### src/ddr_pkg.sv
// shared widths, timing constants and types for the DDR command controller, imported by every block
package ddr_pkg;

	// memory geometry
	localparam int ROW_W       = 13;
	localparam int COL_W       = 10;
	localparam int BANK_W      = 2;
	localparam int MEM_ADDR_W  = 13;
	localparam int DQ_W        = 16;
	localparam int WORD_W      = 32;
	localparam int USER_ADDR_W = 24;
	// auto-precharge / precharge-all flag on the address pins
	localparam int AP_BIT      = 10;

	typedef logic [15:0]            wait_cnt_t;
	typedef logic [DQ_W-1:0]        dq_t;
	typedef logic [WORD_W-1:0]      word_t;
	typedef logic [ROW_W-1:0]       row_t;
	typedef logic [COL_W-1:0]       col_t;
	typedef logic [BANK_W-1:0]      bank_t;
	typedef logic [MEM_ADDR_W-1:0]  mem_addr_t;
	typedef logic [USER_ADDR_W-1:0] user_addr_t;

	localparam logic [2:0] CAS_LATENCY = 3'd2;
	// mode register code for burst length two
	localparam logic [2:0] BURST_CODE  = 3'd1;

	// waits in ddr_2x_clk cycles, two per memory clock
	localparam wait_cnt_t INIT_WAIT_CYC       = 16'd10000;
	localparam wait_cnt_t DLL_EN_DELAY        = 16'd40000;
	localparam wait_cnt_t LMR_DELAY           = 16'd3;
	localparam wait_cnt_t AUTO_REFRESH_DELAY  = 16'd15;
	localparam wait_cnt_t PRECHARGE_DELAY     = 16'd4;
	localparam wait_cnt_t ACTIVE_TO_RW        = 16'd4;
	localparam wait_cnt_t WRITE_CMD_TO_STROBE = 16'd2;
	localparam wait_cnt_t READ_CAPTURE_DELAY  = wait_cnt_t'(CAS_LATENCY) << 1;
	localparam wait_cnt_t BURST_BEATS         = 16'd2;
	// from read/write command to end of the auto-precharge
	localparam wait_cnt_t WRITE_DONE_WAIT = WRITE_CMD_TO_STROBE + BURST_BEATS + PRECHARGE_DELAY;
	localparam wait_cnt_t READ_DONE_WAIT  = READ_CAPTURE_DELAY + BURST_BEATS + PRECHARGE_DELAY;
	localparam wait_cnt_t REFRESH_INTERVAL = 16'd14000;

	// user address bit 23 picks one of these two banks
	localparam bank_t BANK_HIGH      = 2'd2;
	localparam bank_t BANK_LOW       = 2'd1;
	// mode register select on the bank pins
	localparam bank_t MODE_BANK_BASE = 2'd0;
	localparam bank_t MODE_BANK_EXT  = 2'd1;

	localparam logic       USER_CMD_WRITE = 1'b1;
	localparam logic [2:0] INIT_LAST_STEP = 3'd7;

	typedef enum logic [2:0] {
		CMD_NOP,
		CMD_DESELECT,
		CMD_ACTIVE,
		CMD_READ,
		CMD_WRITE,
		CMD_PRECHARGE,
		CMD_AUTO_REFRESH,
		CMD_LOAD_MODE
	} mem_cmd_e;

	typedef struct packed {
		logic [3:0] rsvd;
		logic       dll_reset;
		logic       op_rsvd;
		logic [2:0] cas_lat;
		logic       burst_type;
		logic [2:0] burst_len;
	} base_mode_t;

	typedef struct packed {
		logic [10:0] rsvd;
		logic        reduced_drive;
		logic        dll_disable;
	} ext_mode_t;

	// one address word, read as base or extended mode by the bank code
	typedef union packed {
		base_mode_t base;
		ext_mode_t  ext;
	} mode_word_u;

	typedef enum logic [2:0] {
		OP_NOP_CKE,
		OP_PRECHARGE_ALL,
		OP_LOAD_EXT,
		OP_LOAD_BASE,
		OP_AUTO_REFRESH
	} init_op_e;

endpackage

### src/ddr_ifs.sv
// bundles between capture, init sequencer, scheduler and data path; instanced in the top level only
interface req_if import ddr_pkg::*; ();
	// held request from the capture stage
	logic  pending;
	logic  write;
	bank_t bank;
	row_t  row;
	col_t  col;
	word_t wdata;
	// take when ACTIVE is chosen, done after the precharge wait
	logic  take;
	logic  done;

	modport producer (output pending, write, bank, row, col, wdata, input take, done);
	modport scheduler (input pending, write, bank, row, col, wdata, output take, done);
endinterface

interface init_if import ddr_pkg::*; ();
	// one strobe per power-up step
	logic       step;
	init_op_e   op;
	bank_t      mode_bank;
	mode_word_u mode;
	// pulses once the step wait has run out
	logic       step_done;

	modport sequencer (output step, op, mode_bank, mode, input step_done);
	modport scheduler (input step, op, mode_bank, mode, output step_done);
endinterface

interface burst_if import ddr_pkg::*; ();
	// strobes in the same cycle as the READ/WRITE choice
	logic  start_write;
	logic  start_read;
	word_t wdata;
	// assembled read word
	word_t rdata;
	logic  rd_valid;

	modport control (output start_write, start_read, wdata, input rdata, rd_valid);
	modport data (input start_write, start_read, wdata, output rdata, rd_valid);
endinterface

### src/user_req_capture.sv
// input side: latches one user request when idle and holds it until the scheduler finishes it
module user_req_capture import ddr_pkg::*; (
	input  logic       ddr_2x_clk,
	input  logic       rst,
	input  logic       user_cmd,
	input  logic       user_cmd_vld,
	input  user_addr_t user_addr,
	input  word_t      user_data_in,
	input  logic       ready,
	output logic       busy,
	req_if.producer    req
);

	logic accept;

	// strobes while busy or during init are dropped, no back-pressure
	assign accept = user_cmd_vld && ready && !busy;

	always_ff @(posedge ddr_2x_clk) begin
		if (rst) begin
			busy        <= 1'b0;
			req.pending <= 1'b0;
		end else if (accept) begin
			busy        <= 1'b1;
			req.pending <= 1'b1;
		end else begin
			// pending clears at ACTIVE, busy only after the precharge wait
			if (req.take) begin
				req.pending <= 1'b0;
			end
			if (req.done) begin
				busy <= 1'b0;
			end
		end
	end

	// request payload, split into bank code, row and column
	always_ff @(posedge ddr_2x_clk) begin
		if (accept) begin
			req.write <= (user_cmd == USER_CMD_WRITE);
			req.wdata <= user_data_in;
			req.bank  <= user_addr[USER_ADDR_W-1] ? BANK_HIGH : BANK_LOW;
			req.row   <= user_addr[COL_W +: ROW_W];
			req.col   <= user_addr[COL_W-1:0];
		end
	end

endmodule

### src/init_sequencer.sv
// power-up list for the DDR part: hands one step at a time to the scheduler, then raises ready
module init_sequencer import ddr_pkg::*; (
	input  logic       ddr_2x_clk,
	input  logic       rst,
	output logic       ready,
	init_if.sequencer  init
);

	logic [2:0] step_idx;
	logic       waiting;
	mode_word_u mode_word;

	always_ff @(posedge ddr_2x_clk) begin
		if (rst) begin
			step_idx  <= '0;
			waiting   <= 1'b0;
			ready     <= 1'b0;
			init.step <= 1'b0;
		end else begin
			init.step <= 1'b0;
			if (!ready && !waiting) begin
				// issue the current step, then hold for its wait
				init.step <= 1'b1;
				waiting   <= 1'b1;
			end else if (waiting && init.step_done) begin
				waiting <= 1'b0;
				if (step_idx == INIT_LAST_STEP) begin
					ready <= 1'b1;
				end else begin
					step_idx <= step_idx + 3'd1;
				end
			end
		end
	end

	// step table, mode words are built through the union
	always_comb begin
		mode_word      = '0;
		init.mode_bank = MODE_BANK_BASE;
		init.op        = OP_AUTO_REFRESH;
		case (step_idx)
			3'd0: begin
				init.op = OP_NOP_CKE;
			end
			3'd1, 3'd4: begin
				init.op = OP_PRECHARGE_ALL;
			end
			3'd2: begin
				// DLL on, full drive strength
				init.op                   = OP_LOAD_EXT;
				init.mode_bank            = MODE_BANK_EXT;
				mode_word.ext.dll_disable   = 1'b0;
				mode_word.ext.reduced_drive = 1'b0;
			end
			3'd3, 3'd7: begin
				// burst of two, sequential, DLL reset only on the first load
				init.op                   = OP_LOAD_BASE;
				mode_word.base.burst_len  = BURST_CODE;
				mode_word.base.burst_type = 1'b0;
				mode_word.base.cas_lat    = CAS_LATENCY;
				mode_word.base.dll_reset  = (step_idx == 3'd3);
			end
			default: begin
				// steps 5 and 6, two auto refreshes
				init.op = OP_AUTO_REFRESH;
			end
		endcase
		init.mode = mode_word;
	end

endmodule

### src/cmd_scheduler.sv
// main command FSM: runs init steps, then arbitrates refresh against single user accesses
module cmd_scheduler import ddr_pkg::*; (
	input  logic       ddr_2x_clk,
	input  logic       rst,
	input  logic       ready,
	req_if.scheduler   req,
	init_if.scheduler  init,
	burst_if.control   burst,
	output mem_cmd_e   cmd,
	output bank_t      ba,
	output mem_addr_t  addr,
	output logic       cke_on,
	output logic       ack
);

	typedef enum logic [2:0] {
		S_IDLE,
		S_INIT_WAIT,
		S_REF_WAIT,
		S_ACT_WAIT,
		S_XFER_WAIT
	} sched_state_e;

	sched_state_e state;
	sched_state_e next_state;
	wait_cnt_t    wait_cnt;
	wait_cnt_t    load_val;
	logic         load;
	wait_cnt_t    ref_timer;
	logic         refresh_due;
	logic         cke_en;

	assign refresh_due = (ref_timer == REFRESH_INTERVAL);
	assign cke_on      = cke_en;
	// write word was already latched at capture
	assign burst.wdata = req.wdata;

	// command choice, goes out on the pins one cycle later
	always_comb begin
		// idle cycles: deselect while CKE is low, NOP after
		cmd               = cke_en ? CMD_NOP : CMD_DESELECT;
		ba                = '0;
		addr              = '0;
		load              = 1'b0;
		load_val          = '0;
		next_state        = state;
		req.take          = 1'b0;
		req.done          = 1'b0;
		init.step_done    = 1'b0;
		burst.start_write = 1'b0;
		burst.start_read  = 1'b0;
		case (state)
			S_IDLE: begin
				if (!ready) begin
					if (init.step) begin
						load       = 1'b1;
						next_state = S_INIT_WAIT;
						case (init.op)
							OP_NOP_CKE: begin
								// CKE stays low for the whole wait
								load_val = INIT_WAIT_CYC;
							end
							OP_PRECHARGE_ALL: begin
								cmd          = CMD_PRECHARGE;
								addr[AP_BIT] = 1'b1;
								load_val     = PRECHARGE_DELAY;
							end
							OP_AUTO_REFRESH: begin
								cmd      = CMD_AUTO_REFRESH;
								load_val = AUTO_REFRESH_DELAY;
							end
							default: begin
								// base or extended mode load
								cmd  = CMD_LOAD_MODE;
								ba   = init.mode_bank;
								addr = init.mode;
								if (init.op == OP_LOAD_EXT && !init.mode.ext.dll_disable) begin
									load_val = DLL_EN_DELAY;
								end else begin
									load_val = LMR_DELAY;
								end
							end
						endcase
					end
				end else if (refresh_due) begin
					// refresh wins over a waiting request
					cmd        = CMD_AUTO_REFRESH;
					load       = 1'b1;
					load_val   = AUTO_REFRESH_DELAY;
					next_state = S_REF_WAIT;
				end else if (req.pending) begin
					cmd        = CMD_ACTIVE;
					ba         = req.bank;
					addr       = req.row;
					req.take   = 1'b1;
					load       = 1'b1;
					load_val   = ACTIVE_TO_RW;
					next_state = S_ACT_WAIT;
				end
			end
			S_INIT_WAIT: begin
				if (wait_cnt == '0) begin
					init.step_done = 1'b1;
					next_state     = S_IDLE;
				end
			end
			S_REF_WAIT: begin
				if (wait_cnt == '0) begin
					next_state = S_IDLE;
				end
			end
			S_ACT_WAIT: begin
				// tRCD met, column command with auto-precharge
				if (wait_cnt == '0) begin
					ba           = req.bank;
					addr         = {{(MEM_ADDR_W-COL_W){1'b0}}, req.col};
					addr[AP_BIT] = 1'b1;
					load         = 1'b1;
					next_state   = S_XFER_WAIT;
					if (req.write) begin
						cmd               = CMD_WRITE;
						burst.start_write = 1'b1;
						load_val          = WRITE_DONE_WAIT;
					end else begin
						cmd              = CMD_READ;
						burst.start_read = 1'b1;
						load_val         = READ_DONE_WAIT;
					end
				end
			end
			S_XFER_WAIT: begin
				// burst and precharge both over
				if (wait_cnt == '0) begin
					req.done   = 1'b1;
					next_state = S_IDLE;
				end
			end
			default: begin
				next_state = S_IDLE;
			end
		endcase
	end

	always_ff @(posedge ddr_2x_clk) begin
		if (rst) begin
			state     <= S_IDLE;
			wait_cnt  <= '0;
			ref_timer <= '0;
			cke_en    <= 1'b0;
			ack       <= 1'b0;
		end else begin
			state <= next_state;
			// lines up with ACTIVE on the pins
			ack   <= req.take;
			if (load) begin
				wait_cnt <= load_val;
			end else if (wait_cnt != '0) begin
				wait_cnt <= wait_cnt - 16'd1;
			end
			if (init.step_done && init.op == OP_NOP_CKE) begin
				cke_en <= 1'b1;
			end
			// timer runs only once ready, restarts when the refresh goes out
			if (!ready || (state == S_IDLE && refresh_due)) begin
				ref_timer <= '0;
			end else if (!refresh_due) begin
				ref_timer <= ref_timer + 16'd1;
			end
		end
	end

endmodule

### src/phy_cmd_out.sv
// output side: registers the chosen command onto the memory control, bank and address pins
module phy_cmd_out import ddr_pkg::*; (
	input  logic      ddr_2x_clk,
	input  logic      rst,
	input  mem_cmd_e  cmd,
	input  bank_t     ba,
	input  mem_addr_t addr,
	input  logic      cke_on,
	output logic      mem_cke,
	output logic      mem_cs,
	output logic      mem_ras,
	output logic      mem_cas,
	output logic      mem_we,
	output bank_t     mem_ba,
	output mem_addr_t mem_addr
);

	// cs, ras, cas, we
	logic [3:0] ctl;

	always_comb begin
		case (cmd)
			CMD_NOP:          ctl = 4'b0111;
			CMD_ACTIVE:       ctl = 4'b0011;
			CMD_READ:         ctl = 4'b0101;
			CMD_WRITE:        ctl = 4'b0100;
			CMD_PRECHARGE:    ctl = 4'b0010;
			CMD_AUTO_REFRESH: ctl = 4'b0001;
			CMD_LOAD_MODE:    ctl = 4'b0000;
			default:          ctl = 4'b1111;
		endcase
	end

	always_ff @(posedge ddr_2x_clk) begin
		if (rst) begin
			// deselect with CKE low out of reset
			{mem_cs, mem_ras, mem_cas, mem_we} <= 4'b1111;
			mem_cke                            <= 1'b0;
		end else begin
			{mem_cs, mem_ras, mem_cas, mem_we} <= ctl;
			mem_cke                            <= cke_on;
		end
	end

	always_ff @(posedge ddr_2x_clk) begin
		mem_ba   <= ba;
		mem_addr <= addr;
	end

endmodule

### src/burst_data_path.sv
// output side data path: drives the two write beats with DQS and joins the two read beats into a word
module burst_data_path import ddr_pkg::*; (
	input  logic        ddr_2x_clk,
	input  logic        rst,
	input  dq_t         dq_in,
	burst_if.data       burst,
	output logic [1:0]  mem_dqs,
	output dq_t         dq_out,
	output logic        dq_oe
);

	typedef enum logic [2:0] {
		P_IDLE,
		P_WR_WAIT,
		P_WR_LO,
		P_RD_WAIT,
		P_RD_LO
	} phase_e;

	phase_e    phase;
	wait_cnt_t cnt;
	word_t     wr_word;
	dq_t       rd_hi;

	always_ff @(posedge ddr_2x_clk) begin
		if (rst) begin
			phase          <= P_IDLE;
			cnt            <= '0;
			dq_oe          <= 1'b0;
			mem_dqs        <= '0;
			burst.rd_valid <= 1'b0;
		end else begin
			burst.rd_valid <= 1'b0;
			case (phase)
				P_IDLE: begin
					dq_oe <= 1'b0;
					if (burst.start_write) begin
						cnt   <= WRITE_CMD_TO_STROBE;
						phase <= P_WR_WAIT;
					end else if (burst.start_read) begin
						cnt   <= READ_CAPTURE_DELAY;
						phase <= P_RD_WAIT;
					end
				end
				P_WR_WAIT: begin
					if (cnt == '0) begin
						// top half goes out first
						dq_oe   <= 1'b1;
						mem_dqs <= ~mem_dqs;
						phase   <= P_WR_LO;
					end else begin
						cnt <= cnt - 16'd1;
					end
				end
				P_WR_LO: begin
					mem_dqs <= ~mem_dqs;
					phase   <= P_IDLE;
				end
				P_RD_WAIT: begin
					if (cnt == '0) begin
						phase <= P_RD_LO;
					end else begin
						cnt <= cnt - 16'd1;
					end
				end
				P_RD_LO: begin
					burst.rd_valid <= 1'b1;
					phase          <= P_IDLE;
				end
				default: begin
					phase <= P_IDLE;
				end
			endcase
		end
	end

	// beat data, the write word is held from the start strobe
	always_ff @(posedge ddr_2x_clk) begin
		if (phase == P_IDLE && burst.start_write) begin
			wr_word <= burst.wdata;
		end
		if (phase == P_WR_WAIT && cnt == '0) begin
			dq_out <= wr_word[WORD_W-1:DQ_W];
		end
		if (phase == P_WR_LO) begin
			dq_out <= wr_word[DQ_W-1:0];
		end
		if (phase == P_RD_WAIT && cnt == '0) begin
			rd_hi <= dq_in;
		end
		if (phase == P_RD_LO) begin
			burst.rdata <= {rd_hi, dq_in};
		end
	end

endmodule

### src/ddr_ctrl_top.sv
// top level of the DDR command controller: user ports and memory pins, blocks wired by interfaces
module ddr_ctrl_top import ddr_pkg::*; (
	input  logic       ddr_2x_clk,
	input  logic       rst,
	input  logic       user_cmd,
	input  logic       user_cmd_vld,
	input  user_addr_t user_addr,
	input  word_t      user_data_in,
	input  dq_t        dq_in,
	output word_t      user_data_out,
	output logic       user_data_vld,
	output logic       ddr_busy,
	output logic       ddr_ack,
	output logic       ddr_ready,
	output logic       mem_cke,
	output logic       mem_cs,
	output logic       mem_ras,
	output logic       mem_cas,
	output logic       mem_we,
	output bank_t      mem_ba,
	output mem_addr_t  mem_addr,
	output logic [1:0] mem_dqs,
	output dq_t        dq_out,
	output logic       dq_oe
);

	// scheduler to pin register
	mem_cmd_e  sched_cmd;
	bank_t     sched_ba;
	mem_addr_t sched_addr;
	logic      sched_cke;

	req_if   req_bus ();
	init_if  init_bus ();
	burst_if burst_bus ();

	user_req_capture capture (
		.ddr_2x_clk   (ddr_2x_clk),
		.rst          (rst),
		.user_cmd     (user_cmd),
		.user_cmd_vld (user_cmd_vld),
		.user_addr    (user_addr),
		.user_data_in (user_data_in),
		.ready        (ddr_ready),
		.busy         (ddr_busy),
		.req          (req_bus.producer)
	);

	init_sequencer init_seq (
		.ddr_2x_clk (ddr_2x_clk),
		.rst        (rst),
		.ready      (ddr_ready),
		.init       (init_bus.sequencer)
	);

	cmd_scheduler sched (
		.ddr_2x_clk (ddr_2x_clk),
		.rst        (rst),
		.ready      (ddr_ready),
		.req        (req_bus.scheduler),
		.init       (init_bus.scheduler),
		.burst      (burst_bus.control),
		.cmd        (sched_cmd),
		.ba         (sched_ba),
		.addr       (sched_addr),
		.cke_on     (sched_cke),
		.ack        (ddr_ack)
	);

	phy_cmd_out phy_out (
		.ddr_2x_clk (ddr_2x_clk),
		.rst        (rst),
		.cmd        (sched_cmd),
		.ba         (sched_ba),
		.addr       (sched_addr),
		.cke_on     (sched_cke),
		.mem_cke    (mem_cke),
		.mem_cs     (mem_cs),
		.mem_ras    (mem_ras),
		.mem_cas    (mem_cas),
		.mem_we     (mem_we),
		.mem_ba     (mem_ba),
		.mem_addr   (mem_addr)
	);

	burst_data_path data_path (
		.ddr_2x_clk (ddr_2x_clk),
		.rst        (rst),
		.dq_in      (dq_in),
		.burst      (burst_bus.data),
		.mem_dqs    (mem_dqs),
		.dq_out     (dq_out),
		.dq_oe      (dq_oe)
	);

	// read word straight from the data path
	assign user_data_out = burst_bus.rdata;
	assign user_data_vld = burst_bus.rd_valid;

endmodule

### config.mk
export PLATFORM = sky130hd
export DESIGN_NAME = ddr_ctrl_top
export DESIGN_NICKNAME = d
export VERILOG_FILES = /design/src/ddr_pkg.sv /design/src/ddr_ifs.sv /design/src/user_req_capture.sv /design/src/init_sequencer.sv /design/src/cmd_scheduler.sv /design/src/phy_cmd_out.sv /design/src/burst_data_path.sv /design/src/ddr_ctrl_top.sv
export SDC_FILE = /design/constraint.sdc
export NUM_CORES = 1
export LEC_CHECK = 0
export ABC_AREA = 0
export BUFFER_PORTS_ARGS = -buffer_cell sky130_fd_sc_hd__buf_2
export CAP_MARGIN = 30
export CORE_ASPECT_RATIO = 0.75
export CORE_MARGIN = 2
export CORE_UTILIZATION = 29
export DETAILED_ROUTE_END_ITERATION = 16
export GPL_TIMING_DRIVEN = 0
export PLACE_DENSITY = 0.45
export RECOVER_POWER = 100
export SLEW_MARGIN = 20
export SYNTH_ARGS = -nofsm -noshare
export SYNTH_HDL_FRONTEND = slang
export SYNTH_SLANG_ARGS = --single-unit
### constraint.sdc
create_clock -name ddr_2x_clk -period 3.2 [get_ports ddr_2x_clk]
set_input_delay 0.32 -clock ddr_2x_clk [delete_from_list [all_inputs] [get_ports ddr_2x_clk]]
set_output_delay 0.32 -clock ddr_2x_clk [all_outputs]
set_load 0.03 [all_outputs]
==> results.toml <==
[outcome]
run_status = "complete, no violations"

[placement]
placed_cell_area_mm2 = 0.0104
port_buffers = 150
dp_hpwl_um = 13700
gp_congestion = 0.776

[finish]
fill_cells = 3004
fin_nets = 1012
post-route-util_pct = 38.7
area_growth_pct = 30.3
drive_gt1_share_pct = 14.2
final_cell_area_mm2 = 0.0118

[synth]
avgSynthCellArea_um2 = 13.5
synth_simple_gate_area_share_pct = 12.7
yosysWarnings = 0
syn_nets = 756
synth_adder_area_share_pct = 1.52
synth_compound_area_share_pct = 7.17
netlist_instances = 669
synth.ff_latch_count = 242
synth_top_family_by_area = "simple AND/OR/NAND/NOR gates"
synth-main-ff-cell = "edfxtp_1"
ys_seq_area_share_pct = 70.7
synth_xor_area_share_pct = 3.88
synth_edf_count = 154
synth_mux_area_share_pct = 2.34
netlist_area_mm2 = 0.00904
async_flop_share_pct = 0
synth_cell_types = 61

[worst_setup_path]
crit_top_cell = "clkbuf_1"
critPathMaxFanout = 43
crit_chain = "clkbuf_1 > clkbuf_1 > nand2_1 > or2_2 > clkinvlp_2 > buf_6"
crit_required_ns = 3.39
crit_path_top_delay_cell = "clkinvlp_2"
crit_type = "reg -> reg"
worstPathArrival_ns = 3.11
startpoint_type = "register"
worstSetupEndpointType = "register"
max_stage_delay_ns = 0.52

[floorplanning]
start_util_pct = 29.7
rows = 55
core_area_mm2 = 0.0304
die_x_um = 208
dieHeight_um = 157
die_area_mm2 = 0.0326
pin_count = 151

[hold_path]
worst_hold_path_type = "in -> reg"

[timing]
drv_slew = 0
final_hold_viol_count = 0
fmax_mhz = 343
tns_ns = 0
fin_crit_sh_pct = 91.1
setup_viol = 0
finalCriticalPeriod_ns = 2.92
relSlewSlack_pct = 25.5
rsz0062_at_grt = "no"
fin_skew_ns = 0.0114
worst-slew-pin-transition_ns = 1.12

[power]
ir_drop_mv = 0.443
power.density_mw_per_mm2 = 620
leakage_nw = 4.09

[detailed_routing]
wl_per_cell_um = 15.3
wl_um = 20600
antenna_left = 0
drt_iter0_drc = 313
topRoutingLayerUsed = "met4"
vias = 5966
met2_length_um = 8600
first_pass_iters = 4
route.met3.wl_um = 1390
wl_met1_um = 10200
drc_errors = 0
viasPerCell = 4.43

[clocking]
cts-root-buf = "clkbuf_16"
cts_resized = 0
tritoncts = "built"
post-cts-setup-buffer-count = 0
cts_buffers = 27
postCtsHoldBufs = 73
clkTransAtPathRegs_ns = 0.06
h-tree-depth = 1
cts_buffer_depth = 3
clock_latency_ns = 0.54
cts.sinks = 242

[grt]
grt_pass1_wl_um = 32200
overflow = 0
antenna_found_initial = 1
grt_max_degree = 44
track_usage_pct = 12.4
grt_pass1_vias = 5879

[run]
drv_cap = 0
-- logic make-up (layout without fill, tap and decap cells) --
kind of cell / after synthesis / in the layout
DFF: 242 / 242
and+or+nand+nor: 218 / 218
AOI/OAI and AO/OA: 98 / 98
buffers and inverters: 41 / 318
xor gates and xnor gates: 40 / 40
muxes: 19 / 19
adders and majority gates: 11 / 11
other: 0 / 2
-- cells in the final DEF (no fill, tap or decap), types with 11 or more instances in the layout --
cell type / count
a21oi_1: 28
buf_2: 58
clkbuf_1: 118
clkbuf_16: 27
dfxtp_1: 88
dlygate4sd3_1: 73
edfxtp_1: 154
ha_1: 11
inv_1: 17
mux2_2: 17
nand2_1: 35
nand3_1: 13
nor2_1: 66
nor3_1: 25
o21ai_0: 17
xnor2_1: 20
xor2_1: 20
-- through the flow --
stage          setup slack [ns]  power, W  hold WS (ns)  cells
2_1_floorplan             0.189   0.00413         0.400    669
4_1_cts                   0.200   0.00740         0.159   1344
3_5_place_dp              0.248   0.00434         0.405   1221
6_report                  0.284   0.00730         0.162   1347
3_3_place_gp             -0.625   0.00435         0.401   1218
5_1_grt                  0.0305   0.00765         0.165   1346
-- report_power, final --
part           switching [W]  leakage (nW)  internal, W
combinational       0.000454          1.58     0.000413
sequential          0.000103          2.10      0.00339
clock                0.00128         0.414      0.00166
-- path summary, 6_finish.rpt --
path	startpoint	to	slack (ns)	cells after the start
hold / removal	user_cmd_vld	capture.busy	0.16	4
setup / recovery	init_seq.ready	capture.req.wdata[0]	0.28	6
setup reg to reg	init_seq.ready	capture.req.wdata[0]	0.28	6
hold reg to reg	data_path.rd_hi[5]	data_path.burst.rdata[21]	0.41	0
-- area by class of cell --
class | instances | area [µm²] | share of cell area, %
multi-input combinational | 386 | 2490 | 21.1
antenna | 2 | 5.00 | 0.0425
clock inverter | 18 | 130 | 1.11
inverter | 19 | 72.6 | 0.616
sequential | 242 | 6390 | 54.2
timing repair buffer | 227 | 1410 | 11.9
clock buffer | 32 | 704 | 5.98
buffer | 22 | 83.8 | 0.712
tap | 399 | 499 | 4.24
-- synth_stat cells (all sizes together) (3+ instances only) --
master / n / area, µm²
a211oi: 5 / 37.5
a21o: 3 / 22.5
a21oi: 29 / 149
a22o: 9 / 78.8
a22oi: 4 / 30.0
a31oi: 7 / 43.8
and2: 4 / 25.0
and3: 7 / 43.8
and4: 3 / 26.3
buf: 4 / 17.5
clkbuf: 18 / 67.6
dfxtp: 88 / 1760
edfxtp: 154 / 4620
ha: 11 / 138
inv: 18 / 67.6
mux2: 17 / 191
nand2: 35 / 131
nand2b: 7 / 43.8
nand3: 13 / 65.1
nand3b: 5 / 37.5
nand4: 6 / 37.5
nor2: 66 / 250
nor2b: 6 / 37.5
nor3: 27 / 145
nor3b: 3 / 22.5
nor4: 10 / 77.6
nor4b: 4 / 35.0
o211ai: 5 / 37.5
o21ai: 19 / 110
o31ai: 4 / 30.0
or2: 5 / 31.3
or3: 7 / 43.8
or4: 4 / 33.8
xnor2: 20 / 175
xor2: 20 / 175
-- sequential cells by signal, summed over array words and instances, names as in the netlist, 10 cells and up --
name and count:
sched.ref_timer 16, sched.wait_cnt 16, phy_out.mem_addr 13, capture.req.col 10
data_path.dq_out 16, data_path.rd_hi 16, data_path.burst.rdata 32, data_path.wr_word 32
capture.req.wdata 32, capture.req.row 13, data_path.cnt 16
-- critical path: cells and delay by family (launching register included) --
kind	cells	cell delay, ns
buf+inv	4	1.73
simple gates	2	0.40
flops	1	0.39
-- per-layer routing --
| layer | up-vias | track usage [%] |
|---|---|---|
| met5 | - | 0 |
| met4 | 0 | 3.01 |
| met3 | 34 | 3.85 |
| met2 | 146 | 18.4 |
| met1 | 2801 | 17.6 |
| li1 | 2985 | - |
No activity file was read; power rests on OpenSTA's default activity.
